[src/design/issue_macros.svh]
`ifndef ISSUE_MACROS_SVH
`define ISSUE_MACROS_SVH

// Number of hardware threads sharing the issue stage
`define THREADS_PER_CORE 4

// Entries in each thread's instruction FIFO
`define IFIFO_DEPTH 5

// Fill level at which fetch for a thread is held off
`define IFIFO_ALMOST_FULL 3

// Cycles from issue to writeback for each pipeline
`define LAT_SCYCLE 1
`define LAT_MCYCLE 4
`define LAT_MEM 3

// Length of the writeback reservation shift register
`define WB_SLOTS 5

// Depth of the in-flight history used to undo scoreboard bits on rollback
`define ROLLBACK_STAGES 4

`endif
[src/design/issue_pkg.sv]
`default_nettype none

`include "issue_macros.svh"

package issue_pkg;

	typedef logic [$clog2(`THREADS_PER_CORE) - 1:0] thread_idx_t;
	typedef logic [4:0] register_idx_t;
	typedef logic [3:0] subcycle_t;

	// Pipeline that executes an instruction, which sets its writeback latency
	typedef enum logic [1:0]
	{
		pipe_scycle_arith,
		pipe_mcycle_arith,
		pipe_mem
	} pipeline_sel_t;

	// Instruction as delivered by decode
	// The tag only identifies the instruction and has no effect on issue
	typedef struct packed
	{
		logic has_dest;
		logic dest_is_vector;
		register_idx_t dest_reg;
		logic has_scalar1;
		register_idx_t scalar_sel1;
		logic has_scalar2;
		register_idx_t scalar_sel2;
		logic has_vector1;
		register_idx_t vector_sel1;
		logic has_vector2;
		register_idx_t vector_sel2;
		pipeline_sel_t pipeline_sel;
		subcycle_t last_subcycle;
		logic [3:0] tag;
	} decoded_instruction_t;

	// One bit per register of a thread
	// Vector registers sit in the upper half and scalar registers in the lower half
	typedef union packed
	{
		logic [63:0] flat;
		struct packed
		{
			logic [31:0] vector;
			logic [31:0] scalar;
		} half;
	} scoreboard_bits_t;

endpackage

`default_nettype wire

[src/design/thread_scoreboard.sv]
`timescale 1ns/10ps
`default_nettype none

module thread_scoreboard
(
	input wire logic clk,
	input wire logic reset,
	input wire issue_pkg::decoded_instruction_t head,
	input wire logic issued,
	input wire logic writeback_en,
	input wire logic writeback_vector,
	input wire issue_pkg::register_idx_t writeback_reg,
	input wire issue_pkg::scoreboard_bits_t rollback_clear,
	input wire logic first_subcycle,
	output logic deps_clear,
	output issue_pkg::scoreboard_bits_t dest_bits
);

	issue_pkg::scoreboard_bits_t busy;
	issue_pkg::scoreboard_bits_t dep_bits;
	issue_pkg::scoreboard_bits_t clear_bits;

	function automatic logic [31:0] reg_one_hot(input issue_pkg::register_idx_t idx);
		reg_one_hot = 32'd1 << idx;
	endfunction

	// Destination mask of the instruction at the FIFO head
	always_comb
	begin
		dest_bits.flat = '0;
		if (head.has_dest)
		begin
			if (head.dest_is_vector)
				dest_bits.half.vector = reg_one_hot(head.dest_reg);
			else
				dest_bits.half.scalar = reg_one_hot(head.dest_reg);
		end
	end

	// Registers the head depends on
	// Sources catch read after write, and the destination catches write after write
	always_comb
	begin
		dep_bits = dest_bits;
		if (head.has_scalar1)
			dep_bits.half.scalar = dep_bits.half.scalar | reg_one_hot(head.scalar_sel1);

		if (head.has_scalar2)
			dep_bits.half.scalar = dep_bits.half.scalar | reg_one_hot(head.scalar_sel2);

		if (head.has_vector1)
			dep_bits.half.vector = dep_bits.half.vector | reg_one_hot(head.vector_sel1);

		if (head.has_vector2)
			dep_bits.half.vector = dep_bits.half.vector | reg_one_hot(head.vector_sel2);
	end

	// Only the first subcycle waits on the scoreboard
	// Later subcycles of the same instruction go out back to back
	assign deps_clear = !first_subcycle || (busy.flat & dep_bits.flat) == '0;

	// Bits freed this cycle by writeback and by rollback of in-flight instructions
	always_comb
	begin
		clear_bits = rollback_clear;
		if (writeback_en)
		begin
			if (writeback_vector)
				clear_bits.half.vector = clear_bits.half.vector | reg_one_hot(writeback_reg);
			else
				clear_bits.half.scalar = clear_bits.half.scalar | reg_one_hot(writeback_reg);
		end
	end

	// Issued is raised by the top block on the last subcycle only
	// The destination turns busy once the whole instruction has gone out
	always_ff @(posedge clk, posedge reset)
	begin
		if (reset)
			busy.flat <= '0;
		else
			busy.flat <= (busy.flat & ~clear_bits.flat) | (issued ? dest_bits.flat : 64'd0);
	end

endmodule

`default_nettype wire

[config.mk]
export PLATFORM = sky130hd
export DESIGN_NAME = thread_scoreboard
export DESIGN_NICKNAME = d
export VERILOG_FILES = /design/src/design/issue_pkg.sv /design/src/design/thread_scoreboard.sv
export VERILOG_INCLUDE_DIRS = /design/src /design/src/design
export SDC_FILE = /design/constraint.sdc
export NUM_CORES = 1
export LEC_CHECK = 0
export ABC_AREA = 1
export BUFFER_PORTS_ARGS = -buffer_cell sky130_fd_sc_hd__buf_2
export CAP_MARGIN = 40
export CORE_ASPECT_RATIO = 0.6
export CORE_MARGIN = 8
export CORE_UTILIZATION = 48
export DETAILED_ROUTE_END_ITERATION = 10
export PLACE_DENSITY = 0.79
export REMOVE_ABC_BUFFERS = 1
export SETUP_SLACK_MARGIN = 0.15
export SYNTH_ARGS = -nofsm -noshare
export SYNTH_HDL_FRONTEND = slang
export SYNTH_SLANG_ARGS = --single-unit
[constraint.sdc]
create_clock -name clk -period 2.12 [get_ports clk]
set_clock_uncertainty 0.1 [all_clocks]
set_input_delay 0.318 -clock clk [delete_from_list [all_inputs] [get_ports clk]]
set_output_delay 0.318 -clock clk [all_outputs]
set_load 0.01 [all_outputs]
# == After elaboration in Yosys (flattened, before gate mapping) ==
# Cells that the tools add are included.
# word_totals
regBits,64
in_bits,116
output_inout_bits,65
elab_cells,31
# classes
shifts,6
mux,11
n_bitwise,10
n_reduce_logical,3
# op_table
op,count
$mux 32,8
$mux 64,3
$or 32x32->32,6
$shl 1x5->32 const A,6
$and 64x64->64,2
$logic_not 64->1,1
$not 64->64,1
$or 64x64->64,1
$logic_not 1->1,1
$logic_or 1x1->1,1

# == Depth between registers and ports, before layout ==
# depth
word_depth,10
ltp_mapped,14
depth_no_buf,13

# == Least setup slack after synthesis ==
# OpenSTA, ideal clock, no wires.
# synth_timing
path_type,input port to output port
from,input head[38] (netlist bit)
to,output deps_clear
arrival_time_ns,1.473
required_ns,1.702
setup_slack_ns,0.229
stages,11
n_path_buf,2
path_cell_list,buf_2 -> buf_2 -> nand4_1 -> nor2_1 -> o21ai_0 -> nand2_1 -> nor2_1 -> nand2_1 -> nor2_1 -> nand2_1 -> o21ai_1
# synth_lines
item,line_no,text
from (decl),thread_scoreboard.sv:8,"input wire issue_pkg::decoded_instruction_t head,"
to (decl),thread_scoreboard.sv:15,"output logic deps_clear,"

# == Final worst setup path ==
# layout_timing
from,input head[39] (netlist bit)
to,output deps_clear
# layout_via
elab_chain_len,9
word_cells_on_any_way,14
cone_classes,mux: 7; bitwise: 5; reduce/logical: 2
# layout_lines
item,line_no,text
$mux 32,thread_scoreboard.sv:33,if (head.dest_is_vector)
$mux 64 (*),thread_scoreboard.sv:31,if (head.has_dest)
"$or 32x32->32, on equally long branches","thread_scoreboard.sv:46, thread_scoreboard.sv:52",
"$mux 32, on equally long branches","thread_scoreboard.sv:45, thread_scoreboard.sv:51",
"$or 32x32->32, on equally long branches","thread_scoreboard.sv:49, thread_scoreboard.sv:55",
"$mux 32, on equally long branches","thread_scoreboard.sv:48, thread_scoreboard.sv:54",
$and 64x64->64 (*),thread_scoreboard.sv:60,assign deps_clear = !first_subcycle || (busy.flat & dep_bits.flat) == '0;
$logic_not 64->1 (*),thread_scoreboard.sv:60,
$logic_or 1x1->1 (*),thread_scoreboard.sv:60,
# Mark *: on every way between the ends. The rest lies on a longest branch, timed or not.

==> impl_metrics.env <==
export IMPL_max_cap_violations=0
export IMPL_syn_area_per_cell_um2=5.94
export IMPL_routabilityCongestion=0.976
export IMPL_tightest_slew_ns=0.673
export IMPL_start_util_pct=48.3
export IMPL_netlist_area_leader_share_pct=27.9
export IMPL_ys_types=20
export IMPL_ir_drop_uv=350
export IMPL_grt_overflow=0
export IMPL_numCtsBuffers=9
export IMPL_seq_area_frac_synth_pct=27.9
export IMPL_min_path_type="input pin to register"
export IMPL_first_pass_iters=6
export IMPL_boundaryPins=181
export IMPL_r2r_start="busy[2]$_DFF_PP0_"
export IMPL_worstPathArrival_ns=1.77
export IMPL_grt_antenna_before_repair=0
export IMPL_grt_max_degree=65
export IMPL_endpoint="deps_clear"
export IMPL_grt_pass1_wl_um=41900
export IMPL_antenna_cells=0
export IMPL_synthToLayoutAreaGrowth_pct=51.6
export IMPL_largest_reg_flops=64
export IMPL_grt_use_total_pct=34.4
export IMPL_syn_inst=966
export IMPL_min_period_ns=2.19
export IMPL_synth_seq_cells=64
export IMPL_clock_sinks=64
export IMPL_cts_max_level=3
export IMPL_critPathBufInv=4
export IMPL_netlist_top_cells_area="dfrtp_1 28%, nand3_1 15%, nand2_1 15%"
export IMPL_design_core_area_um2=11900
export IMPL_crit_start="head[39]"
export IMPL_finalHoldViolCount=0
export IMPL_cts_max_path_buffers=2
export IMPL_max_stage_delay_ns=0.17
export IMPL_setup_ws_ns=-0.0726
export IMPL_drtIter0Drc=1173
export IMPL_report_final_slew_viol_count=0
export IMPL_path_clk_slew_ns=0.06
export IMPL_die_width_um=157
export IMPL_worstSetupPathType="input pin to output port"
export IMPL_synth_area_um2=5730
export IMPL_drive_above_1_share_pct=34.5
export IMPL_final_net_count=1375
export IMPL_final_common_cell="nand2_1"
export IMPL_seq_area_um2=1600
export IMPL_insertion_delay_ns=0.34
export IMPL_multi_input_area_um2=3590
export IMPL_max_freq_mhz=456
export IMPL_drc=0
export IMPL_hold_slack_ns=0.142
export IMPL_path_cells="buf_2, buf_4, nand2_4, buf_6, nor2_1, o21ai_1, nand2_1, nor2_1, nand2_1, nor2_1, nand2_1, o21ai_1, buf_2"
export IMPL_root_buffer="clkbuf_16"
export IMPL_wire_per_inst_um=19.3
export IMPL_crit_family="simple AND/OR/NAND/NOR gates"
export IMPL_leakage_nw=5.11
export IMPL_timing_final_crit_share_pct=103
export IMPL_utilization_pct=73.2
export IMPL_totalWireLength_um=27600
export IMPL_fp_dieH_um=101
export IMPL_port_buffers=170
export IMPL_finalSetupTns_ns=-0.0726
export IMPL_violations="setup timing"
export IMPL_status="finished, violations left"
export IMPL_rr_worst_depth=2
export IMPL_setup_viol=1
export IMPL_tritoncts="built"
export IMPL_num_rows=31
export IMPL_total_power_mw=3.64
export IMPL_yosysTopAreaCell="dfrtp_1"
export IMPL_place_hpwl_um=20900
export IMPL_powerDensity_nw_per_um2=418
export IMPL_vias=8249
export IMPL_postRouteAntennaNets=0
export IMPL_crit_path_start_kind="input pin"
export IMPL_r2r_end="busy[2]$_DFF_PP0_"
export IMPL_reg_top3="busy (64)"
export IMPL_yosysWarnings=0
export IMPL_cp_max_fo=8
export IMPL_grt_pass1_vias=7750
export IMPL_avgViaCountPerCell=5.77
export IMPL_endpoint_kind="output port"
export IMPL_die_area_um2=15800
export IMPL_grt_setup_unrepaired="yes"
export IMPL_fill_cells=1014
export IMPL_r2r_slack_ns=1.24
export IMPL_crit_cells=13
export IMPL_final_cell_mix="208 x nand2_1, 159 x buf_2, 153 x nand3_1"
export IMPL_maxSlewHeadroom_pct=55.0
export IMPL_cp_required_ns=1.70
export IMPL_crit_path_top_delay_cell="o21ai_1"
export IMPL_regMostFlops="busy"
[synth_stat cells]
| cell | n |
|---|---|
| nand2_1 | 225 |
| nand3_1 | 171 |
| inv_1 | 156 |
| nor2_1 | 90 |
| dfrtp_1 | 64 |
| o211ai_1 | 64 |
| o21ai_0 | 55 |
| nand4_1 | 39 |
| clkbuf_1 | 24 |
| buf_2 | 22 |
| nor3_1 | 22 |
| o21ai_1 | 10 |
| inv_2 | 8 |
| nor2_2 | 5 |
| nand3_2 | 3 |
| buf_4 | 2 |
| nand2_2 | 2 |
| nor2_4 | 2 |
| buf_1 | 1 |
| clkinv_1 | 1 |
[kinds of logic (layout without fill, tap and decap cells)]
logic type | after synthesis | after routing | share of synthesized area, %
flip-flops | 64 | 64 | 27.9
AO/OA/AOI/OAI | 129 | 129 | 14.1
buffers and inverters | 214 | 512 | 14.6
AND/OR/NAND/NOR | 559 | 559 | 43.4
[worst register-to-register path: cells and delay by family, from the launching register on]
family	cells	cell delay, ns
AO/OA/AOI/OAI	2	0.24
flip-flops	1	0.39
[power by group]
group	switching [mW]	internal [mW]	total, mW
Sequential	0.00615	1.23	1.24
Clock	0.605	0.946	1.55
Combinational	0.534	0.314	0.848
Total	1.15	2.49	3.64
[through the flow]
step | setup WS, ns | instances | area (µm²)
3_3_place_gp | -0.399 | 1389 | 7690
5_1_grt | -0.173 | 1429 | 8690
6_report | -0.0726 | 1429 | 8690
2_1_floorplan | -0.107 | 917 | 5520
3_5_place_dp | -0.429 | 1389 | 7690
4_1_cts | -0.00800 | 1425 | 8560
[worst min-delay path by stage]
stage | start | endpoint | slack [ns] | cells past startpoint
4_1_cts | rollback_clear[52] | busy[52]$_DFF_PP0_ | 0.14 | 4
5_1_grt | rollback_clear[12] | busy[12]$_DFF_PP0_ | 0.15 | 4
3_3_place_gp | reset | busy[54]$_DFF_PP0_ | 0.31 | 3
2_1_floorplan | issued | busy[0]$_DFF_PP0_ | 0.33 | 2
3_5_place_dp | reset | busy[54]$_DFF_PP0_ | 0.32 | 3
6_report | rollback_clear[52] | busy[52]$_DFF_PP0_ | 0.14 | 4
[metal layers]
layer / GRT usage, % / wire (µm)
met1: 47.5 / 11400
met2: 48.4 / 11000
met3: 14.3 / 4590
met4: 8.37 / 580
met5: 0 / 0
[repair_timing]
action	in CTS	in global routing
setup buffers	15	4
hold buffers	1	0
cloned	4	0
setup endpoints to repair	26	1
hold endpoints to repair	64	0
pin swaps	52	32
gates resized for setup	105	27
[area by class of cell]
| type | instances | share of cell area [%] |
|---|---|---|
| clock buffer | 12 | 2.84 |
| inverter | 165 | 7.57 |
| sequential | 64 | 18.4 |
| tap | 165 | 2.38 |
| clock inverter | 4 | 0.619 |
| timing repair inverter | 1 | 0.0864 |
| timing repair buffer | 330 | 26.7 |
| multi-input combinational | 688 | 41.4 |
No activity file was read; power rests on OpenSTA's default activity.
