**src/design/issue_macros.svh**
```systemverilog
`ifndef ISSUE_MACROS_SVH
`define ISSUE_MACROS_SVH

// Number of hardware threads sharing the issue stage
`define THREADS_PER_CORE 4

// Entries in each thread's instruction FIFO
`define IFIFO_DEPTH 5

// Fill level at which fetch for a thread is held off
`define IFIFO_ALMOST_FULL 3

// Cycles from issue to writeback for each pipeline
`define LAT_SCYCLE 1
`define LAT_MCYCLE 4
`define LAT_MEM 3

// Length of the writeback reservation shift register
`define WB_SLOTS 5

// Depth of the in-flight history used to undo scoreboard bits on rollback
`define ROLLBACK_STAGES 4

`endif
```
**src/design/issue_pkg.sv**
```systemverilog
`default_nettype none

`include "issue_macros.svh"

package issue_pkg;

	typedef logic [$clog2(`THREADS_PER_CORE) - 1:0] thread_idx_t;
	typedef logic [4:0] register_idx_t;
	typedef logic [3:0] subcycle_t;

	// Pipeline that executes an instruction, which sets its writeback latency
	typedef enum logic [1:0]
	{
		pipe_scycle_arith,
		pipe_mcycle_arith,
		pipe_mem
	} pipeline_sel_t;

	// Instruction as delivered by decode
	// The tag only identifies the instruction and has no effect on issue
	typedef struct packed
	{
		logic has_dest;
		logic dest_is_vector;
		register_idx_t dest_reg;
		logic has_scalar1;
		register_idx_t scalar_sel1;
		logic has_scalar2;
		register_idx_t scalar_sel2;
		logic has_vector1;
		register_idx_t vector_sel1;
		logic has_vector2;
		register_idx_t vector_sel2;
		pipeline_sel_t pipeline_sel;
		subcycle_t last_subcycle;
		logic [3:0] tag;
	} decoded_instruction_t;

	// One bit per register of a thread
	// Vector registers sit in the upper half and scalar registers in the lower half
	typedef union packed
	{
		logic [63:0] flat;
		struct packed
		{
			logic [31:0] vector;
			logic [31:0] scalar;
		} half;
	} scoreboard_bits_t;

endpackage

`default_nettype wire

```
**src/design/instruction_fifo.sv**
```systemverilog
`timescale 1ns/10ps
`default_nettype none

`include "issue_macros.svh"

module instruction_fifo
#(
	parameter int DEPTH = `IFIFO_DEPTH,
	parameter int ALMOST_FULL = `IFIFO_ALMOST_FULL
)
(
	input wire logic clk,
	input wire logic reset,
	input wire logic flush,
	input wire logic enqueue,
	input wire issue_pkg::decoded_instruction_t data_in,
	input wire logic dequeue,
	output issue_pkg::decoded_instruction_t data_out,
	output logic empty,
	output logic almost_full
);

	localparam int PTR_W = $clog2(DEPTH);
	localparam int CNT_W = $clog2(DEPTH + 1);

	issue_pkg::decoded_instruction_t storage [DEPTH];
	logic [PTR_W - 1:0] rd_ptr;
	logic [PTR_W - 1:0] wr_ptr;
	logic [CNT_W - 1:0] count;
	logic full;
	logic do_enqueue;
	logic do_dequeue;

	// A flush wins over anything else in the same cycle, so the FIFO is empty afterwards
	assign do_enqueue = enqueue && !flush;
	assign do_dequeue = dequeue && !flush;

	assign empty = count == '0;
	assign full = count == CNT_W'(DEPTH);
	assign almost_full = count >= CNT_W'(ALMOST_FULL);

	// The head is read straight out of storage, so a new entry shows up one edge after enqueue
	assign data_out = storage[rd_ptr];

	always_ff @(posedge clk)
	begin
		if (do_enqueue)
			storage[wr_ptr] <= data_in;
	end

	always_ff @(posedge clk, posedge reset)
	begin
		if (reset)
		begin
			rd_ptr <= '0;
			wr_ptr <= '0;
			count <= '0;
		end
		else if (flush)
		begin
			rd_ptr <= '0;
			wr_ptr <= '0;
			count <= '0;
		end
		else
		begin
			// Depth need not be a power of two, so the pointers wrap by compare
			if (do_enqueue)
				wr_ptr <= (wr_ptr == PTR_W'(DEPTH - 1)) ? '0 : wr_ptr + 1'b1;

			if (do_dequeue)
				rd_ptr <= (rd_ptr == PTR_W'(DEPTH - 1)) ? '0 : rd_ptr + 1'b1;

			if (do_enqueue && !do_dequeue)
				count <= count + 1'b1;
			else if (do_dequeue && !do_enqueue)
				count <= count - 1'b1;
		end
	end

	// Decode is expected to stop once fetch enable drops, well before the FIFO fills
	enqueue_not_full: assert property (@(posedge clk) disable iff (reset)
		!(enqueue && full));

	// Issue only dequeues a thread whose FIFO holds an instruction
	dequeue_not_empty: assert property (@(posedge clk) disable iff (reset)
		!(dequeue && empty));

endmodule

`default_nettype wire

```
**config.mk**
```make
export PLATFORM = sky130hd
export DESIGN_NAME = instruction_fifo
export DESIGN_NICKNAME = d
export VERILOG_FILES = /design/src/design/issue_pkg.sv /design/src/design/instruction_fifo.sv
export VERILOG_INCLUDE_DIRS = /design/src /design/src/design
export SDC_FILE = /design/constraint.sdc
export NUM_CORES = 1
export LEC_CHECK = 0
export BUFFER_PORTS_ARGS = -buffer_cell sky130_fd_sc_hd__buf_2
export CAP_MARGIN = 20
export CORE_UTILIZATION = 53
export CTS_CLUSTER_DIAMETER = 40
export CTS_CLUSTER_SIZE = 28
export DETAILED_ROUTE_END_ITERATION = 8
export GPL_TIMING_DRIVEN = 0
export HOLD_SLACK_MARGIN = 0.1
export PLACE_DENSITY = 0.76
export SETUP_SLACK_MARGIN = 0.2
export SYNTH_ARGS = -nofsm -noshare
export SYNTH_HDL_FRONTEND = slang
export SYNTH_SLANG_ARGS = --single-unit
export TNS_END_PERCENT = 5
```
**constraint.sdc**
```tcl
create_clock -name clk -period 5.6 [get_ports clk]
set_clock_uncertainty 0.05 [all_clocks]
set_input_delay 0 -clock clk [delete_from_list [all_inputs] [get_ports clk]]
set_output_delay 0 -clock clk [all_outputs]
set_load 0.02 [all_outputs]
```
* Word-level counts from Yosys, hierarchy flattened *
Memory sizes are Yosys's and may differ from the RTL's.
Index checks and enable logic that the tools add are counted.

storage, ports and cells
  bits in registers = 9
  bits in writable memories = 205
  bits of input ports = 46
  logic and storage cells = 33
  memories = 1

memory list
  memory   depth  bits a word  rd ports  clocked after memory_dff  wr ports  RTL line                source
  storage  5      41           1         0                         1         instruction_fifo.sv:26  issue_pkg::decoded_instruction_t storage [DEPTH];

operators by class
  add/subtract/negate cells = 4
  order comparisons = 1
  equality and inequality tests = 2
  multiplexer cells = 11
  reductions and logical operators = 11

operator list
  kind                                                                    number
  3-bit two-way mux                                                       9
  3-bit by 1-bit adder with 3-bit output (second input constant)          3
  3-bit == test (second input constant)                                   2
  1-bit logical AND                                                       4
  2-bit nonzero test                                                      2
  3-bit by 2-bit >= comparator with 1-bit output (second input constant)  1
  1-bit logical NOT                                                       3
  3-bit logical NOT                                                       1
  3-bit nonzero test                                                      1
  3-bit by 1-bit subtractor with 3-bit output (second input constant)     1
  1-bit two-way mux                                                       2

* Depth between registers and ports, before layout *
Gate-level depths: netlist (run 1).

  depth in word-level cells = 7
  mapped depth = 8

* Worst setup path after synthesis (run 1) *
Ideal clock, no wire load.

  path kind = flip-flop to flip-flop
  start point = register wr_ptr[0]
  end point = memory storage[4][0] in the netlist's numbering (enable)
  library setup time = 0.556 ns
  arrival = 4.766 ns
  data required time = 4.994 ns
  slack = 0.228 ns
  cell stages (with the launch flop) = 2
  buffers on the path = 0
  clock period less this slack = 5.372 ns
  cells stage by stage = dfrtp_1 > nor4b_1

RTL lines
  item                    RTL line                source
  start, declared         instruction_fifo.sv:28  logic [PTR_W - 1:0] wr_ptr;
  start signal, assigned  instruction_fifo.sv:69  wr_ptr <= (wr_ptr == PTR_W'(DEPTH - 1)) ? '0 : wr_ptr + 1'b1;
  end, declared           instruction_fifo.sv:26

No word-level cell before the write port.

* Final worst setup path (run 1) *
  start point = register wr_ptr[1]
  end point = memory storage[2][18] in the netlist's numbering (enable)

No word-level cell before the write port.

==> run_results.csv, run 1 <==
group,metric,value,unit
placed_design,placed_cells_incl_taps,841,
synthesis,synthMostInstantiatedCell,"sky130_fd_sc_hd__edfxtp_1",
synthesis,synth_top_flop_cell,"sky130_fd_sc_hd__edfxtp_1",
route,drt_first_pass_iters,6,
setup_path,worst-path-max-fanout,8,
cts,cts_root_buffer,"sky130_fd_sc_hd__clkbuf_16",
setup_path,worst_ep_required_time,5.79,ns
synthesis,syn-num-nets,554,
floorplanning,fp-row-count,47,
route,drt-wirelength-per-cell,19.5,um
synthesis,synthDominantCellAreaShare,69.0,%
cts,tritoncts_buffer_count,30,
grt,grt_pass1_wl,28900,um
grt,grt_antenna_before_repair,0,
job,drv_cap,0,
sta,report.final.hold_viol_count,0,
cts,clk_latency,0.53,ns
sta,final_min_period_over_clock_period,44.5,%
synthesis,synth_top_family_by_area,"compound AO/OA/AOI/OAI gates",
cts,clk_pin_slew_worst_paths,0.05,ns
floorplanning,initial_utilization,54.0,%
synthesis,ys_ff_latch,214,
route,wirelength,18400,um
sta,slew_viol_final,0,
setup_path,critPathArrivalTime,2.69,ns
synthesis,synth_xor_area_share,0.196,%
synthesis,yosys.area_share.adder,0.785,%
synthesis,yosys.area.top_type,"sky130_fd_sc_hd__edfxtp_1",
route,via_count,5049,
placed_design,dp_worst_setup_slack,3.12,ns
route,drcViolationCount,0,
setup_path,setup.worst_path.start_class,"flop",
cts,post_cts_resize_count,0,
synthesis,post_synthesis_instance_total,503,
placed_design,io_port_bufs,85,
power,power.density,349,nW/um^2
finish,antennaDiodeCount,0,
finish,area_delta_synth_final,27.2,%
synthesis,netlist_area,8920,um^2
synthesis,synth.cells.most_frequent,"205 x sky130_fd_sc_hd__edfxtp_1, 47 x sky130_fd_sc_hd__inv_1, 43 x sky130_fd_sc_hd__mux2i_1",
floorplanning,core_area,16500,um^2
grt,grt.total_usage,21.7,%
finish,layout.core_utilization,68.7,%
sta,max_freq,401,MHz
synthesis,sequential_fraction_of_the_synthesis_area,71.5,%
synthesis,post_synth.cell_area_avg,17.7,um^2
setup_path,end_kind,"flop",
sta,worst_slew_margin_rel,34.6,%
synthesis,synth_simple_gate_area_share,4.99,%
cts,cts_num_sinks,214,
synthesis,netlist-cell-type-count,35,
sta,rsz0062_at_grt,"false",
sta,worst_pin_slew,0.974,ns
route,viasPerCell,5.35,
finish,layout.nets,751,
floorplanning,die_x,132,um
sta,final_ws_setup,3.11,ns
cts,tritoncts,"yes",
power,p_leak,4.13,nW
placed_design,hpwl,12100,um
status,outcome,"finished, final reports clean",
synthesis,synth-warning-count,0,
grt,grt_start_max_net_pins,15,
finish,fraction_of_final_layout_cells_sized_beyond_drive_strength_1,38.7,%
placed_design,gp_congestion,0.717,
power,vdd.ir_drop.worst,320,uV
floorplanning,die-height,132,um
synthesis,yosys-top-cells-area,"sky130_fd_sc_hd__edfxtp_1 69%, sky130_fd_sc_hd__a221oi_2 6.7%, sky130_fd_sc_hd__a211oi_2 5.6%",
floorplanning,fp.dieArea,17400,um^2
synthesis,synth-compound-area-share,13.1,%
route,drtIter0Drc,259,
route,antenna_left,0,
grt,grt_pass1_vias,5360,
synthesis,async_flop_share,4.21,%
synthesis,synth.area.mux_share,4.82,%
synthesis,edff_count_synth,205,
floorplanning,top_level_ports,89,
cts,cts-htree-levels,1,
setup_path,worstSetupPathType,"flop to flop",
sta,finalWorstPathRequiredPeriod,2.49,ns
min_path,hold_path_class,"input port to flop",
sta,timing.final.setup_violations,0,
cts,clock_path_buffers,3,
grt,overflow,0,
setup_path,timing.reg2reg.setup_slack,3.11,ns
finish,number_of_non_filler_instances_in_the_completed_layout,944,
through the flow:
step | TNS (ns) | hold slack, ns | instance area [um^2] | power [mW]
floorplan | 0 | -0.222 | 8920 | 2.07
global placement | -599.36 | -0.0785 | 9620 | 2.18
detailed placement | 0 | -0.0674 | 9910 | 2.20
CTS | 0 | 0.166 | 11400 | 3.99
global route | 0 | 0.182 | 11400 | 4.08
finish | 0 | 0.185 | 11400 | 3.96
worst max-delay path, stage by stage (launching register included):
cell and delay, ns:
sky130_fd_sc_hd__dfrtp_1 0.49, sky130_fd_sc_hd__inv_1 0.14, sky130_fd_sc_hd__nor4_2 0.85, sky130_fd_sc_hd__buf_4 0.32, sky130_fd_sc_hd__buf_4 0.19, sky130_fd_sc_hd__buf_6 0.15
per-layer routing:
| layer | global-route usage (%) | wire length, um |
|---|---|---|
| met5 | 0 | 0 |
| met1 | 27.3 | 7630 |
| met3 | 4.38 | 879 |
| met4 | 5.43 | 338 |
| met2 | 38.3 | 9540 |
worst paths after layout:
| check | from | to | cells after the start |
|---|---|---|---|
| worst max register to register | wr_ptr[1] | storage[2][18] | 5 |
| worst max-delay path | wr_ptr[1] | storage[2][18] | 5 |
| worst min-delay path | data_in[25] | storage[2][25] | 2 |
| worst min register to register | count[1] | count[1] | 2 |
| max in group asynchronous | reset | count[0] | 4 |
| min in group asynchronous | reset | wr_ptr[2] | 4 |
flip-flops by register name, indices dropped and copies added, names as in the netlist:
name     flops
storage    205
count        3
rd_ptr       3
wr_ptr       3
cell families (layout without fill, tap and decap cells):
family                   count (synthesis)  in the layout
adder cells (fa/ha/maj)                  5              5
AO/OA/AOI/OAI                           91             91
multiplexers                            43             43
AND/OR/NAND/NOR                         69             69
XOR/XNOR                                 2              2
buffers and inverters                   79            300
flip-flops                             214            214
placed cells by master, fill, tap and decap left out, drive strengths merged, types with 6 or more instances in the layout:
| cell type | instances |
|---|---|
| dlygate4sd3 | 47 |
| mux2i | 43 |
| and2b | 21 |
| clkbuf | 40 |
| a211oi | 42 |
| inv | 52 |
| nor2 | 6 |
| buf | 143 |
| clkinv | 13 |
| nor2b | 20 |
| edfxtp | 205 |
| a221oi | 41 |
| dfrtp | 9 |
cell type report:
cell class | count | area, um^2
Timing Repair Buffer | 165 | 1150
Multi-Input combinational cell | 210 | 2160
Clock buffer | 34 | 787
Clock inverter | 22 | 179
Buffer | 31 | 231
Inverter | 48 | 180
Sequential cell | 214 | 6380
Fill cell | 1111 | 5170
Tap cell | 220 | 275
where the power goes:
group,leakage [nW],internal [mW],switching (mW)
sequential,1.98,1.79,0.0136
combinational,1.69,0.161,0.228
clock,0.463,1.07,0.697
total,4.13,3.02,0.939
timing repair:
item	CTS	global route
hold buffers	47	0
setup buffers	0	0
endpoints found under the hold margin	223	0
(Power assumes the default switching activity.)
==> run 2, diff against run 1 <==
- CORE_UTILIZATION: 53 -> 54
- PLACE_DENSITY: 0.76 -> 0.74
- clock period: 5.6 -> 2.6 ns (I/O delays scaled with it)
==> run 2 against run 1 <==
  * Power is 110% higher
  * Final cell count is 2.4% lower
  * First-iteration DRC count is 8.9% lower
==> run_results.csv, run 2 (synthesis gave the netlist of run 1 again) <==
group,metric,value,unit
route,antenna_left,0,
route,drt_first_pass_iters,4,
setup_path,ff2ff_path_depth,4,
sta,worst_hold_slack,0.177,ns
setup_path,slowest_delay,0.45,ns
setup_path,end_kind,"output port",
min_path,hold_path_class,"input port to flop",
setup_path,worst_ep_required_time,2.55,ns
power,p_leak,4.05,nW
power,power,8.23,mW
finish,final_cell_area,11300,um^2
cts,tritoncts_buffer_count,27,
setup_path,path_delay_family,"buffers and inverters",
sta,finalWorstPathRequiredPeriod,2.27,ns
status,outcome,"finished, final reports clean",
route,wirelength,18500,um
finish,registers.top_by_ff_count,"storage",
setup_path,critical_path_buffer_and_inverter_count,3,
route,via_count,4969,
placed_design,io_port_bufs,85,
cts,cts_num_sinks,214,
cts,clock_path_buffers,3,
finish,largest_reg_flops,205,
finish,layout.nets,735,
route,drcViolationCount,0,
setup_path,end_point_of_the_critical_path,"data_out[29]",
cts,cts-htree-levels,1,
route,drt-wirelength-per-cell,20.0,um
placed_design,gp_congestion,0.763,
cts,tritoncts,"yes",
placed_design,placed_cells_incl_taps,821,
setup_path,critPathArrivalTime,2.22,ns
sta,slew_viol_final,0,
setup_path,r2r-start,"wr_ptr[1]",
power,power.density,726,nW/um^2
floorplanning,die-height,131,um
grt,grt_pass1_vias,5232,
sta,final_min_period_over_clock_period,87.2,%
power,vdd.ir_drop.worst,627,uV
finish,number_of_non_filler_instances_in_the_completed_layout,921,
sta,worst_slew_margin_rel,32.4,%
grt,grt.total_usage,22.4,%
floorplanning,fp.dieArea,17000,um^2
setup_path,setup.worst_path.start_class,"flop",
finish,fraction_of_final_layout_cells_sized_beyond_drive_strength_1,38.4,%
grt,grt_antenna_before_repair,0,
cts,clk_latency,0.53,ns
setup_path,crit_chain,"buf_4, clkbuf_1, and2b_1, a211oi_2, a221oi_2, buf_2",
finish,layout_common_cells,"205 x sky130_fd_sc_hd__edfxtp_1, 92 x sky130_fd_sc_hd__buf_2, 47 x sky130_fd_sc_hd__dlygate4sd3_1",
sta,timing.final.setup_violations,0,
floorplanning,top_level_ports,89,
floorplanning,core_area,16000,um^2
setup_path,worstSetupPathType,"flop to output port",
route,drtIter0Drc,236,
placed_design,hpwl,11600,um
sta,timing.setup.tns,0,ns
floorplanning,fp-row-count,46,
floorplanning,initial_utilization,55.8,%
finish,antennaDiodeCount,0,
sta,rsz0062_at_grt,"true",
setup_path,r2r-end,"storage[2][6]",
grt,grt_pass1_wl,28000,um
grt,overflow,0,
floorplanning,die_x,131,um
placed_design,dpl-instance-area,9960,um^2
cts,clk_pin_slew_worst_paths,0.07,ns
sta,worst_pin_slew,1.01,ns
sta,max_freq,441,MHz
finish,layout_commonest_cell,"sky130_fd_sc_hd__edfxtp_1",
setup_path,timing.critical_path.slowest_stage_cell,"sky130_fd_sc_hd__clkbuf_1",
setup_path,worst-path-max-fanout,10,
setup_path,number_of_gates_on_the_worst_path_with_buffers_counted,6,
grt,grt_start_max_net_pins,17,
cts,cts_root_buffer,"sky130_fd_sc_hd__clkbuf_16",
job,drv_cap,0,
setup_path,crit_path_start,"rd_ptr[0]",
sta,report.final.hold_viol_count,0,
finish,area_delta_synth_final,27.0,%
setup_path,timing.reg2reg.setup_slack,0.35,ns
route,viasPerCell,5.40,
## run 2: final cells by class
type / count / area, um^2
sequential: 214 / 6380
fill: 1085 / 4660
multi-input combinational: 210 / 2210
timing repair buffer: 152 / 1180
clock buffer: 27 / 676
tap: 216 / 270
buffer: 31 / 231
clock inverter: 23 / 199
inverter: 48 / 185
## run 2: worst min path at each step
stage,startpoint,end,slack [ns],cells after the start
after floorplan,reset,count[0],-0.22,1
after global placement,reset,count[1],-0.06,2
after detailed placement,reset,count[0],-0.05,2
after CTS,data_in[32],storage[2][32],0.16,2
after global routing,data_in[31],storage[4][31],0.17,2
final,data_in[38],storage[3][38],0.18,2
## run 2: repair_timing
item / in CTS / in global routing
hold endpoints to repair: 223 / 0
buffers inserted: 0 / 3
resized for setup: 0 / 0
hold buffers: 47 / 0
setup endpoints to repair: 0 / 14
## run 2: through the flow
step / utilization, % / worst slack, ns
finish: 70.8 / 0.333
global route: 70.8 / 0.183
CTS: 70.6 / 0.230
detailed placement: 62.2 / 0.226
global placement: 60.6 / -1.04
floorplan: - / 0.138
## run 2: worst reg2reg max path, cell delays in order, from the launching register on
cell	delay (ns)
sky130_fd_sc_hd__dfrtp_2	0.50
sky130_fd_sc_hd__inv_4	0.08
sky130_fd_sc_hd__nor4_4	0.87
sky130_fd_sc_hd__buf_8	0.25
sky130_fd_sc_hd__buf_8	0.19
## run 2: routing by layer
metal	vias up	part of all wire (%)	GRT usage, %	wire (um)
li1	2324	-	-	-
met1	2502	42	26.8	7720
met2	120	53	41.8	9700
met3	23	3.8	3.91	708
met4	0	1.7	5.14	320
met5	-	0	0	0
## run 2: power by group
part / leakage (nW) / switching, mW / internal, mW
clock: 0.419 / 1.52 / 1.97
sequential: 1.97 / 0.0326 / 3.86
combinational: 1.66 / 0.497 / 0.351
