## src/design/issue_macros.svh

```systemverilog
`ifndef ISSUE_MACROS_SVH
`define ISSUE_MACROS_SVH

// Number of hardware threads sharing the issue stage
`define THREADS_PER_CORE 4

// Entries in each thread's instruction FIFO
`define IFIFO_DEPTH 5

// Fill level at which fetch for a thread is held off
`define IFIFO_ALMOST_FULL 3

// Cycles from issue to writeback for each pipeline
`define LAT_SCYCLE 1
`define LAT_MCYCLE 4
`define LAT_MEM 3

// Length of the writeback reservation shift register
`define WB_SLOTS 5

// Depth of the in-flight history used to undo scoreboard bits on rollback
`define ROLLBACK_STAGES 4

`endif
```

## src/design/issue_pkg.sv

```systemverilog
`default_nettype none

`include "issue_macros.svh"

package issue_pkg;

	typedef logic [$clog2(`THREADS_PER_CORE) - 1:0] thread_idx_t;
	typedef logic [4:0] register_idx_t;
	typedef logic [3:0] subcycle_t;

	// Pipeline that executes an instruction, which sets its writeback latency
	typedef enum logic [1:0]
	{
		pipe_scycle_arith,
		pipe_mcycle_arith,
		pipe_mem
	} pipeline_sel_t;

	// Instruction as delivered by decode
	// The tag only identifies the instruction and has no effect on issue
	typedef struct packed
	{
		logic has_dest;
		logic dest_is_vector;
		register_idx_t dest_reg;
		logic has_scalar1;
		register_idx_t scalar_sel1;
		logic has_scalar2;
		register_idx_t scalar_sel2;
		logic has_vector1;
		register_idx_t vector_sel1;
		logic has_vector2;
		register_idx_t vector_sel2;
		pipeline_sel_t pipeline_sel;
		subcycle_t last_subcycle;
		logic [3:0] tag;
	} decoded_instruction_t;

	// One bit per register of a thread
	// Vector registers sit in the upper half and scalar registers in the lower half
	typedef union packed
	{
		logic [63:0] flat;
		struct packed
		{
			logic [31:0] vector;
			logic [31:0] scalar;
		} half;
	} scoreboard_bits_t;

endpackage

`default_nettype wire

```

## src/design/writeback_slot_tracker.sv

```systemverilog
`timescale 1ns/10ps
`default_nettype none

`include "issue_macros.svh"

module writeback_slot_tracker
(
	input wire logic clk,
	input wire logic reset,
	input wire logic issue_en,
	input wire issue_pkg::pipeline_sel_t issue_pipeline,
	output logic slot_free_scycle,
	output logic slot_free_mcycle,
	output logic slot_free_mem
);

	localparam int SLOTS = `WB_SLOTS;

	// Bit k set means the writeback port is taken k cycles from now
	logic [SLOTS - 1:0] reserved;
	logic [SLOTS - 1:0] issue_mask;
	int issue_latency;

	always_comb
	begin
		case (issue_pipeline)
			issue_pkg::pipe_mcycle_arith: issue_latency = `LAT_MCYCLE;
			issue_pkg::pipe_mem: issue_latency = `LAT_MEM;
			default: issue_latency = `LAT_SCYCLE;
		endcase
	end

	// An instruction may go out only if its own landing cycle is still open
	assign slot_free_scycle = !reserved[`LAT_SCYCLE];
	assign slot_free_mcycle = !reserved[`LAT_MCYCLE];
	assign slot_free_mem = !reserved[`LAT_MEM];

	// Every instruction claims its slot, even one with no destination register
	assign issue_mask = issue_en ? {{(SLOTS - 1){1'b0}}, 1'b1} << issue_latency : '0;

	always_ff @(posedge clk, posedge reset)
	begin
		if (reset)
			reserved <= '0;
		else
			reserved <= (reserved | issue_mask) >> 1;
	end

	// The top block must combine these flags with the pipeline of the thread it grants
	slot_not_taken: assert property (@(posedge clk) disable iff (reset)
		issue_en |-> !reserved[issue_latency]);

endmodule

`default_nettype wire

```

## config.mk

```make
export PLATFORM = sky130hd
export DESIGN_NAME = writeback_slot_tracker
export DESIGN_NICKNAME = d
export VERILOG_FILES = /design/src/design/issue_pkg.sv /design/src/design/writeback_slot_tracker.sv
export VERILOG_INCLUDE_DIRS = /design/src /design/src/design
export SDC_FILE = /design/constraint.sdc
export NUM_CORES = 1
export LEC_CHECK = 0
export BUFFER_PORTS_ARGS = -buffer_cell sky130_fd_sc_hd__buf_2
export CORE_AREA = 5 5 42 44
export CTS_BUF_LIST = sky130_fd_sc_hd__clkbuf_8
export CTS_CLUSTER_DIAMETER = 200
export DETAILED_ROUTE_END_ITERATION = 8
export DIE_AREA = 0 0 47 49
export GPL_ROUTABILITY_DRIVEN = 1
export SLEW_MARGIN = 30
export SYNTH_ARGS = -nofsm -noshare
export SYNTH_HDL_FRONTEND = slang
export SYNTH_SLANG_ARGS = --single-unit
```

## constraint.sdc

```tcl
create_clock -name clk -period 0.8 [get_ports clk]
set_input_delay 0.04 -clock clk [delete_from_list [all_inputs] [get_ports clk]]
set_output_delay 0.04 -clock clk [all_outputs]
set_load 0.01 [all_outputs]
```

== After elaboration in Yosys (flattened, before gate mapping) ==
Index checks and enable logic that the tools add are counted.

* $add $sub $neg: 0
* Multipliers: 0
* Div/mod/pow operators: 0
* $lt $le $gt $ge: 0
* Equality and inequality tests: 2
* Shift operators: 1
* Mux-type cells: 2
* Bitwise logic cells: 1
* Reduce and logical (&&, ||, !) cells: 2

{| class="wikitable"
|+ Operators with widths
! cell !! count
|-
| 1-bit by 32-bit << shifter with 5-bit output (first input constant) || 1
|-
| 3-bit case mux with 2 select lines || 1
|-
| 5-bit two-way mux || 1
|-
| 4-bit by 5-bit OR with 5-bit output || 1
|-
| 2-bit by 1-bit == test with 1-bit output (second input constant) || 1
|-
| 2-bit == test (second input constant) || 1
|-
| 1-bit logical NOT || 2
|}

* Register bits: 4
* Bits in latches: 0
* Bits in writable memories: 0
* ROM bits: 0
* Input port bits: 5
* Output and inout bits: 3
* Logic and storage cells: 9
* Memories kept: 0

== Longest topological paths before layout ==
Gate-level depths: netlist of the first run.

* Depth after elaboration: 5
* Mapped depth: 2
* Gate-level depth less buffers: 2

== Worst setup path before layout of the first run ==
OpenSTA, ideal clock, no wires.

* Path kind: flip-flop to flip-flop
* From: reg reserved[3]
* To: reg reserved[2]
* Library setup time: 0.122 ns
* Arrival: 0.486 ns
* Data required time: 0.678 ns
* Setup slack: 0.192 ns
* Cell stages (with the launch flop): 3
* Buffers on the path: 0
* Clock period less this slack: 0.608 ns
* Path through: dfrtp_1 > inv_1 > nand2_1

* Cells in the longest elaborated chain, start to end: 1

{| class="wikitable"
|+ Ends and longest elaborated chain
! what !! RTL line !! source
|-
| start, declared || writeback_slot_tracker.sv:20 || <nowiki>logic [SLOTS - 1:0] reserved;</nowiki>
|-
| start signal, assigned || writeback_slot_tracker.sv:46 || <nowiki>reserved <= (reserved | issue_mask) >> 1;</nowiki>
|-
| 4-bit by 5-bit OR with 5-bit output || writeback_slot_tracker.sv:46 ||
|}

Every way passes these cells.

== Worst setup path in the final report of the first run ==
* From: reg reserved[3]
* To: out slot_free_mem

* Cells in the longest elaborated chain, start to end: 1

{| class="wikitable"
|+ Ends and longest elaborated chain
! what !! RTL line !! source
|-
| 1-bit logical NOT || writeback_slot_tracker.sv:36 || <nowiki>assign slot_free_mem = !reserved[`LAT_MEM];</nowiki>
|-
| end, declared || writeback_slot_tracker.sv:14 || <nowiki>output logic slot_free_mem</nowiki>
|}

Every way passes these cells.

==> metrics.txt, run 1 <==
initial core utilization 8.57%; top flop regs reserved (3); DIE AREA 2300 um2; Congestion Overflow GR 0; post-route ant nets 0; max cap viols 0; critical path startpoint category flip-flop; sequential-to-total area share from yosys stat 62.5%; worst-skew pair later-pin latency 0.22 ns; worst vdd ir ~0.00081 V; asr flop ratio synth between 90% and 100%; DRT iter0 DRCs 1; first-pass GRT wire length 462 um; DR vias 97; min-delay worst type input port to flip-flop; Avg Synthesized Cell Area ~9.2 um2; area of the mapped netlist 120 um2; CTS max path bufs 2; cell leakage power 0.121 nW; Die Wd 47 um; crit path time final 0.795 ns; Synth Net Count 18; Synth cell types 8; CTS tree yes; GRT Total Usage 3.31%; vias in the first global route 114; share of cells above drive strength 1 39.1%; largest register by flop count reserved; Sink Count 3; io pins 8; Worst Path Max Fanout 2; Placed Instances 33; Final setup viols 0; cell taking the most area after synthesis dfrtp_1; Area Growth Syn to Fin 86.5%; root buffer cell clkbuf_8; number of fillers in the final layout 165; Post-layout nets 29; Cell Pwr Density 2820 nW/um2; CP required 0.76 ns; Largest register FFs 3; CORE AREA 1400 um2; Pre-Repair DR Iteration Count 2; RePlAce Congestion 0.576; htree depth 1; Yosys top cell area share 62.5%; RSZ-0062 raised after global routing true; critical path type flip-flop to primary output; Total Wirelength 253 um; synth top area cells dfrtp_1, inv_1, buf_4; port buffer count 6; Placement Setup Slack 0.248 ns; Slew Viols, Final 0; Via-to-Cell Ratio 2.49; top_reg_cell synth dfrtp_1; Yosys reg bits 3; number of hold violations in the final report 0; EDFF count, synth 0; Ys Warns 0; CP Capture Type primary output; largest net degree at the start of global routing 4; f_max 1.26 GHz; area of the multi-input gates 22.5 um2; # rows 14; DIE HEIGHT approximately 50 um; ANT cells 0; CTS Buf Count 3; Final Skew 0.00226 ns; CTS clk-pin slew, worst paths 0.03 ns; Final Util 16.0%; DP Area 159 um2; initial antenna violation count 0; final worst path period share 99.4%; fin worst setup slack just over 0.005 ns; post-route insts no fill 39; Synth Instances 13; CP arrival ~0.75 ns; Post-synth top cells dfrtp_1, inv_1, nand2_1; status complete, no violations; residual DRC count 0; register area about 75 um2; wire length per cell 6.49 um; Finished Cell Area 224 um2
per-layer routing:
metal  global-route usage (%)  share of wire [%]  up-vias
met2                     2.26                 29        8
met3                     3.32                 18        0
met4                     4.15                  0        0
met5                        0                  0        -
met1                     4.19                 53       36
li1                         -                  -       53
power by group:
part           internal [mW]  total, mW  switching (mW)
logic                 0.0207     0.0390          0.0182
clock network          0.327      0.430           0.103
registers              0.161      0.163         0.00208
total                  0.509      0.633           0.123
per-stage QoR:
step           setup TNS (ns)  power, mW  hold slack [ns]
5_1_grt               -0.0304      0.671           0.0698
3_3_place_gp                0      0.196          -0.0878
2_1_floorplan               0      0.185           -0.206
3_5_place_dp                0      0.197          -0.0928
6_report                    0      0.633           0.0477
4_1_cts              -0.00237      0.652           0.0424
cell type report:
class,count,area share [%]
multi-input combinational,5,10.1
tap,16,8.94
timing repair buffer,8,22.3
clock inverter,1,1.68
clock buffer,3,18.4
sequential,3,33.5
inverter,3,5.03
critical path: stages (launching register included):
cell and delay [ns]:
dfrtp_1 0.36, inv_1 0.06, buf_2 0.12
final timing paths:
check / start / to / slack [ns] / cells past startpoint
max: reserved[3] / slot_free_mem / 0.005 / 2
min: issue_en / reserved[3] / 0.05 / 3
max reg2reg: reserved[3] / reserved[2] / 0.23 / 2
min reg2reg: reserved[2] / reserved[1] / 0.34 / 0
max in group asynchronous: reset / reserved[2] / 0.43 / 3
min in group asynchronous: reset / reserved[3] / 0.24 / 3
cell usage in the layout, fill, tap and decap left out:
| cell type | count |
|---|---|
| buf_2 | 6 |
| inv_1 | 4 |
| clkbuf_8 | 3 |
| dfrtp_1 | 3 |
| nand2_1 | 2 |
| dlygate4sd3_1 | 2 |
| nor2_1 | 1 |
| nand3b_1 | 1 |
| conb_1 | 1 |
kinds of logic after synthesis:
logic type	Yosys count	synth area share, %
buffers and inverters	5	18.7
DFF	3	62.5
other	1	3.12
and+or+nand+nor	4	15.6
what timing repair did:
action,in CTS,in global routing
hold buffers,2,0
setup endpoints to repair,1,2
cloned,0,0
endpoints found under the hold margin,4,0
buffers inserted,0,0
resized for setup,0,0
Note: power is estimated with default switching activity, not from simulation.
==> run 2: changes to the inputs <==
--- a/config.mk
+++ b/config.mk
@@ -7,13 +7,17 @@
 export NUM_CORES = 1
 export LEC_CHECK = 0
 export BUFFER_PORTS_ARGS = -buffer_cell sky130_fd_sc_hd__buf_2
+export CELL_PAD_IN_SITES_DETAIL_PLACEMENT = 2
+export CELL_PAD_IN_SITES_GLOBAL_PLACEMENT = 2
 export CORE_AREA = 5 5 42 44
 export CTS_BUF_LIST = sky130_fd_sc_hd__clkbuf_8
 export CTS_CLUSTER_DIAMETER = 200
 export DETAILED_ROUTE_END_ITERATION = 8
 export DIE_AREA = 0 0 47 49
 export GPL_ROUTABILITY_DRIVEN = 1
+export PLACE_DENSITY_LB_ADDON = 0.1
 export SLEW_MARGIN = 30
 export SYNTH_ARGS = -nofsm -noshare
 export SYNTH_HDL_FRONTEND = slang
 export SYNTH_SLANG_ARGS = --single-unit
+export TNS_END_PERCENT = 50
==> run 2 against run 1 <==
Cell count unchanged. Die area unchanged. Combinational power increased by 8.2%. Non-clock buffer count unchanged. Highest routed layer unchanged.
==> metrics.txt, run 2 (synthesized netlist as in run 1, its figures left out) <==
number of fillers in the final layout 167; CTS clk-pin slew, worst paths 0.03 ns; DR vias 112; DRT iter0 DRCs 2; met3 usage 4.80%; f_max 1.30 GHz; Sink Count 3; largest register by flop count reserved; Total Wirelength 278 um; global routing usage on met2 4.52%; ANT cells 0; htree depth 1; fin worst setup slack 0.0291 ns; Slew Viols, Final 0; GR Util met1 a little under 2%; RePlAce Congestion approximately 0.53; DIE HEIGHT 49 um; Post-layout nets 29; root buffer cell clkbuf_8; CTS tree yes; min-delay worst type input port to flip-flop; Die Wd 47 um; CORE AREA 1400 um2; status complete, no violations; busiest grt layer met3; Placement Setup Slack 0.232 ns; Pre-Repair DR Iteration Count 2; number of hold violations in the final report 0; commonest cells after routing, fill and taps aside buf_2, inv_1, clkbuf_8, dfrtp_1; FF-to-FF Start reserved[3]; CP startpoint reserved[1]; worst vdd ir 0.000786 V; cell leakage power roughly 0.12 nW; setup_tns 0 ns; max cap viols 0; critical path endpoint slot_free_scycle; post-detail-place hpwl 209 um; CTS Buf Count 3; Final setup viols 0; post-route ant nets 0; Via-to-Cell Ratio approximately 2.9; Hold Crit Depth 3; share of cells above drive strength 1 ~43%; Cell Pwr Density 2730 nW/um2; Largest register FFs 3; port buffer count 6; Worst Path Max Fanout 1; DIE AREA 2300 um2; residual DRC count 0; final worst path period share a little over nine tenths; CP required 0.76 ns; worst-skew pair later-pin latency 0.21 ns; critical path type flip-flop to primary output; CTS max path bufs 2; vias in the first global route about 130; Congestion Overflow GR 0; largest net degree at the start of global routing 4; critical path startpoint category flip-flop; initial antenna violation count 0; # rows 14; Final Skew ~0.0021 ns; initial core utilization under 10%; reg2reg path depth 2; wire length per cell 7.13 um; first-pass GRT wire length 441 um; CP arrival 0.73 ns; io pins 8; CP Capture Type primary output; crit path time final between 0.7 and 0.8 ns; Crit Reg-Reg Endpoint reserved[2]; GRT Total Usage under 10%; Worst R2R Setup Slack about 0.23 ns; Area Growth Syn to Fin 91.7%; RSZ-0062 raised after global routing true; most common cell after layout, fill and taps aside buf_2; top flop regs reserved (3)
run 2: cell counts in the layout (fill, tap and decap cells not counted):
Identical to the previous run, type by type.
run 2: where the power goes:
part           internal (mW)  leakage (nW)  switching (mW)
clock                  0.326        0.0269          0.0959
sequential             0.162        0.0394         0.00265
combinational         0.0230        0.0575          0.0192
total                  0.511         0.124           0.118
run 2: routing by layer:
layer  share of wire [%]  wire length [um]
met3                  15                43
met1                  31                86
met5                   0                 0
met2                  53               148
met4                   0                 0
run 2: critical path, stage by stage (launching register included):
cell and delay (ns):
dfrtp_1 0.36, inv_1 0.05, buf_2 0.11
run 2: metrics by stage:
stage	util, %	instance area, um2	instances	total power, mW	hold slack (ns)
6_report	16.4	230	39	0.628	0.0604
5_1_grt	16.4	230	39	0.674	0.0564
3_5_place_dp	11.3	159	33	0.198	-0.0872
2_1_floorplan	-	120	13	0.185	-0.206
4_1_cts	16.0	224	39	0.644	0.0627
3_3_place_gp	11.3	159	33	0.198	-0.0897
run 2: worst min-delay path by stage:
stage | from | to | slack (ns)
finish | issue_en | reserved[3] | 0.06
global route | issue_en | reserved[3] | 0.06
CTS | issue_en | reserved[3] | 0.06
detailed placement | reset | reserved[1] | -0.09
global placement | reset | reserved[1] | -0.09
floorplan | reset | reserved[1] | -0.21
run 2: layout make-up:
| cell class | instances | area, um2 | share of cell area, % |
|---|---|---|---|
| Sequential cell | 3 | 75.1 | 32.6 |
| Multi-Input combinational cell | 5 | 22.5 | 9.78 |
| Clock inverter | 1 | 3.75 | 1.63 |
| Tap cell | 16 | 20.0 | 8.70 |
| Timing Repair Buffer | 8 | 56.3 | 24.5 |
| Clock buffer | 3 | 41.3 | 17.9 |
| Inverter | 3 | 11.3 | 4.89 |
run 2: what timing repair did:
action                                  4_1_cts  5_1_grt
endpoints found under the setup margin        0        2
hold endpoints to repair                      4        0
hold buffers                                  2        0
buffers inserted                              0        0
gates resized for setup                       0        2
==> run 3: changes to the inputs <==
--- a/config.mk
+++ b/config.mk
@@ -12,12 +12,12 @@
 export CORE_AREA = 5 5 42 44
 export CTS_BUF_LIST = sky130_fd_sc_hd__clkbuf_8
 export CTS_CLUSTER_DIAMETER = 200
+export CTS_CLUSTER_SIZE = 12
 export DETAILED_ROUTE_END_ITERATION = 8
 export DIE_AREA = 0 0 47 49
 export GPL_ROUTABILITY_DRIVEN = 1
-export PLACE_DENSITY_LB_ADDON = 0.1
+export PLACE_DENSITY = 0.43
 export SLEW_MARGIN = 30
 export SYNTH_ARGS = -nofsm -noshare
 export SYNTH_HDL_FRONTEND = slang
 export SYNTH_SLANG_ARGS = --single-unit
-export TNS_END_PERCENT = 50
==> run 3 against run 2 <==
Sequential power barely moved. Final area rose by 3.3%. Clock skew barely moved. Worst setup slack got worse by 0.0068 ns. Clock-buffer cell count did not move. Worst hold slack got worse by 0.012 ns. Total power rose by 1.8%. Register-to-register slack got worse by 0.10 ns. Sequential share of layout area fell by 1.0 points. Combinational power rose by 8.3%. Global-route usage rose by 0.71 points. Utilization rose by 0.54 points. Critical path type unchanged. Largest cell class unchanged.
==> metrics.txt, run 3 (synthesized netlist as in run 1, its figures left out) <==
post-route ant nets 0; RSZ-0062 raised after global routing true; critical path endpoint slot_free_mem; Via-to-Cell Ratio 3.08; Crit-path slowest cell dfrtp_1; worst vdd ir approximately 0.0005 V; Final Skew 0.00213 ns; Pre-Repair DR Iteration Count 1; Die Wd 47 um; largest register by flop count reserved; status complete, no violations; Clock power frac 67.3%; DP Area 159 um2; CP startpoint reserved[3]; # rows 14; DR vias 123; CP arrival 0.74 ns; f_max 1.29 GHz; crit path time final just under 0.8 ns; reg2reg path depth 3; CP Capture Type primary output; most common cell after layout, fill and taps aside buf_2; first-pass GRT wire length 524 um; Slew Viols, Final 0; CORE AREA 1400 um2; Sink Count 3; power share of the sequential group 25.6%; wire length per cell 7.63 um; critical path type flip-flop to primary output; CP required 0.76 ns; total power 640 uW; max cap viols 0; final worst path period share 97.2%; residual DRC count 0; FF-to-FF Start reserved[3]; initial core utilization 8.57%; Cell Pwr Density between 2000 and 3000 nW/um2; CP max stage delay approximately 0.36 ns; io pins 8; CTS tree yes; min-delay worst type input port to flip-flop; number of hold violations in the final report 0; Post-layout nets 30; cell leakage power about 0.13 nW; Switching Fraction 19.7%; root buffer cell clkbuf_8; htree depth 1; ANT cells 0; largest net degree at the start of global routing 4; critical path startpoint category flip-flop; Worst Path Max Fanout 2; CTS max path bufs 2; Largest register FFs 3; vias in the first global route 138; Crit Reg-Reg Endpoint reserved[2]; register area 75.1 um2; NetSw 126 uW; initial antenna violation count 0; CTS Buf Count 3; RePlAce Congestion approximately 0.60; Worst R2R Setup Slack around 0.13 ns; DIE HEIGHT 49 um; GRT Total Usage 3.88%; commonest cells after routing, fill and taps aside buf_2, inv_1, clkbuf_8, dfrtp_1; port buffer count 6; number of fillers in the final layout 172; DIE AREA 2300 um2; Final setup viols 0; worst-skew pair later-pin latency 0.22 ns; share of cells above drive strength 1 45.8%; Total Wirelength roughly 310 um; Congestion Overflow GR 0; DRT iter0 DRCs 0; Pint 514 uW; CTS clk-pin slew, worst paths 0.03 ns; combinational fraction of design power 7.1%; Finished Cell Area 238 um2; area of the multi-input gates 22.5 um2; top flop regs reserved (3); Area Growth Syn to Fin 97.9%; crit path cell chain inv_2, buf_6
==> run 3: what timing repair did <==
action,in CTS,in global routing
buffers inserted,1,0
endpoints found under the hold margin,4,0
pin swaps,0,0
resized for setup,0,2
setup endpoints to repair,1,2
hold buffers,2,0
==> run 3: stage by stage <==
stage                     utilization, %  hold slack [ns]  worst slack, ns  cells  TNS (ns)
final                               17.0           0.0487           0.0223     40         0
after global routing                17.0           0.0747          -0.0173     40   -0.0207
after detailed placement            11.3          -0.0829            0.229     33         0
after CTS                           16.5           0.0472         0.000661     40         0
after global placement              11.3          -0.0939            0.232     33         0
after floorplan                        -           -0.206            0.192     13         0
==> run 3: how the worst min path moves through the flow <==
stage             start           to  slack [ns]  cells after the start
6_report       issue_en  reserved[3]        0.05                      3
5_1_grt        issue_en  reserved[3]        0.07                      3
4_1_cts        issue_en  reserved[3]        0.05                      3
3_5_place_dp      reset  reserved[1]       -0.08                      2
3_3_place_gp      reset  reserved[1]       -0.09                      2
2_1_floorplan     reset  reserved[1]       -0.21                      1
==> run 3: worst max-delay path, delay by kind of cell, from the launching register on <==
family,cells,cell delay (ns)
buf+inv,2,0.16
flops,1,0.36
==> run 3: area by class of cell <==
| type | instances | area share, % |
|---|---|---|
| multi-input cells | 5 | 9.47 |
| well taps | 16 | 8.42 |
| clock inverters | 1 | 1.58 |
| repair buffers | 9 | 26.8 |
| clock buffers | 3 | 17.4 |
| flip-flops and latches | 3 | 31.6 |
| inverters | 3 | 4.74 |
==> run 3: power by group through the flow <==
stage	Combinational, mW	Sequential [mW]	Clock, mW
global placement	0.0312	0.165	0
CTS	0.0436	0.163	0.444
global route	0.0520	0.164	0.470
finish	0.0457	0.164	0.431
detailed placement	0.0334	0.165	0
floorplan	0.0202	0.165	0
==> run 3: per-layer routing <==
layer	GRT usage (%)	vias to the layer above	wire length [um]	part of all wire, %
met5	0	-	0	0
met4	4.15	0	10	3.3
met3	4.80	2	64	21
met2	3.85	11	118	39
met1	3.53	56	111	36
li1	-	54	-	-
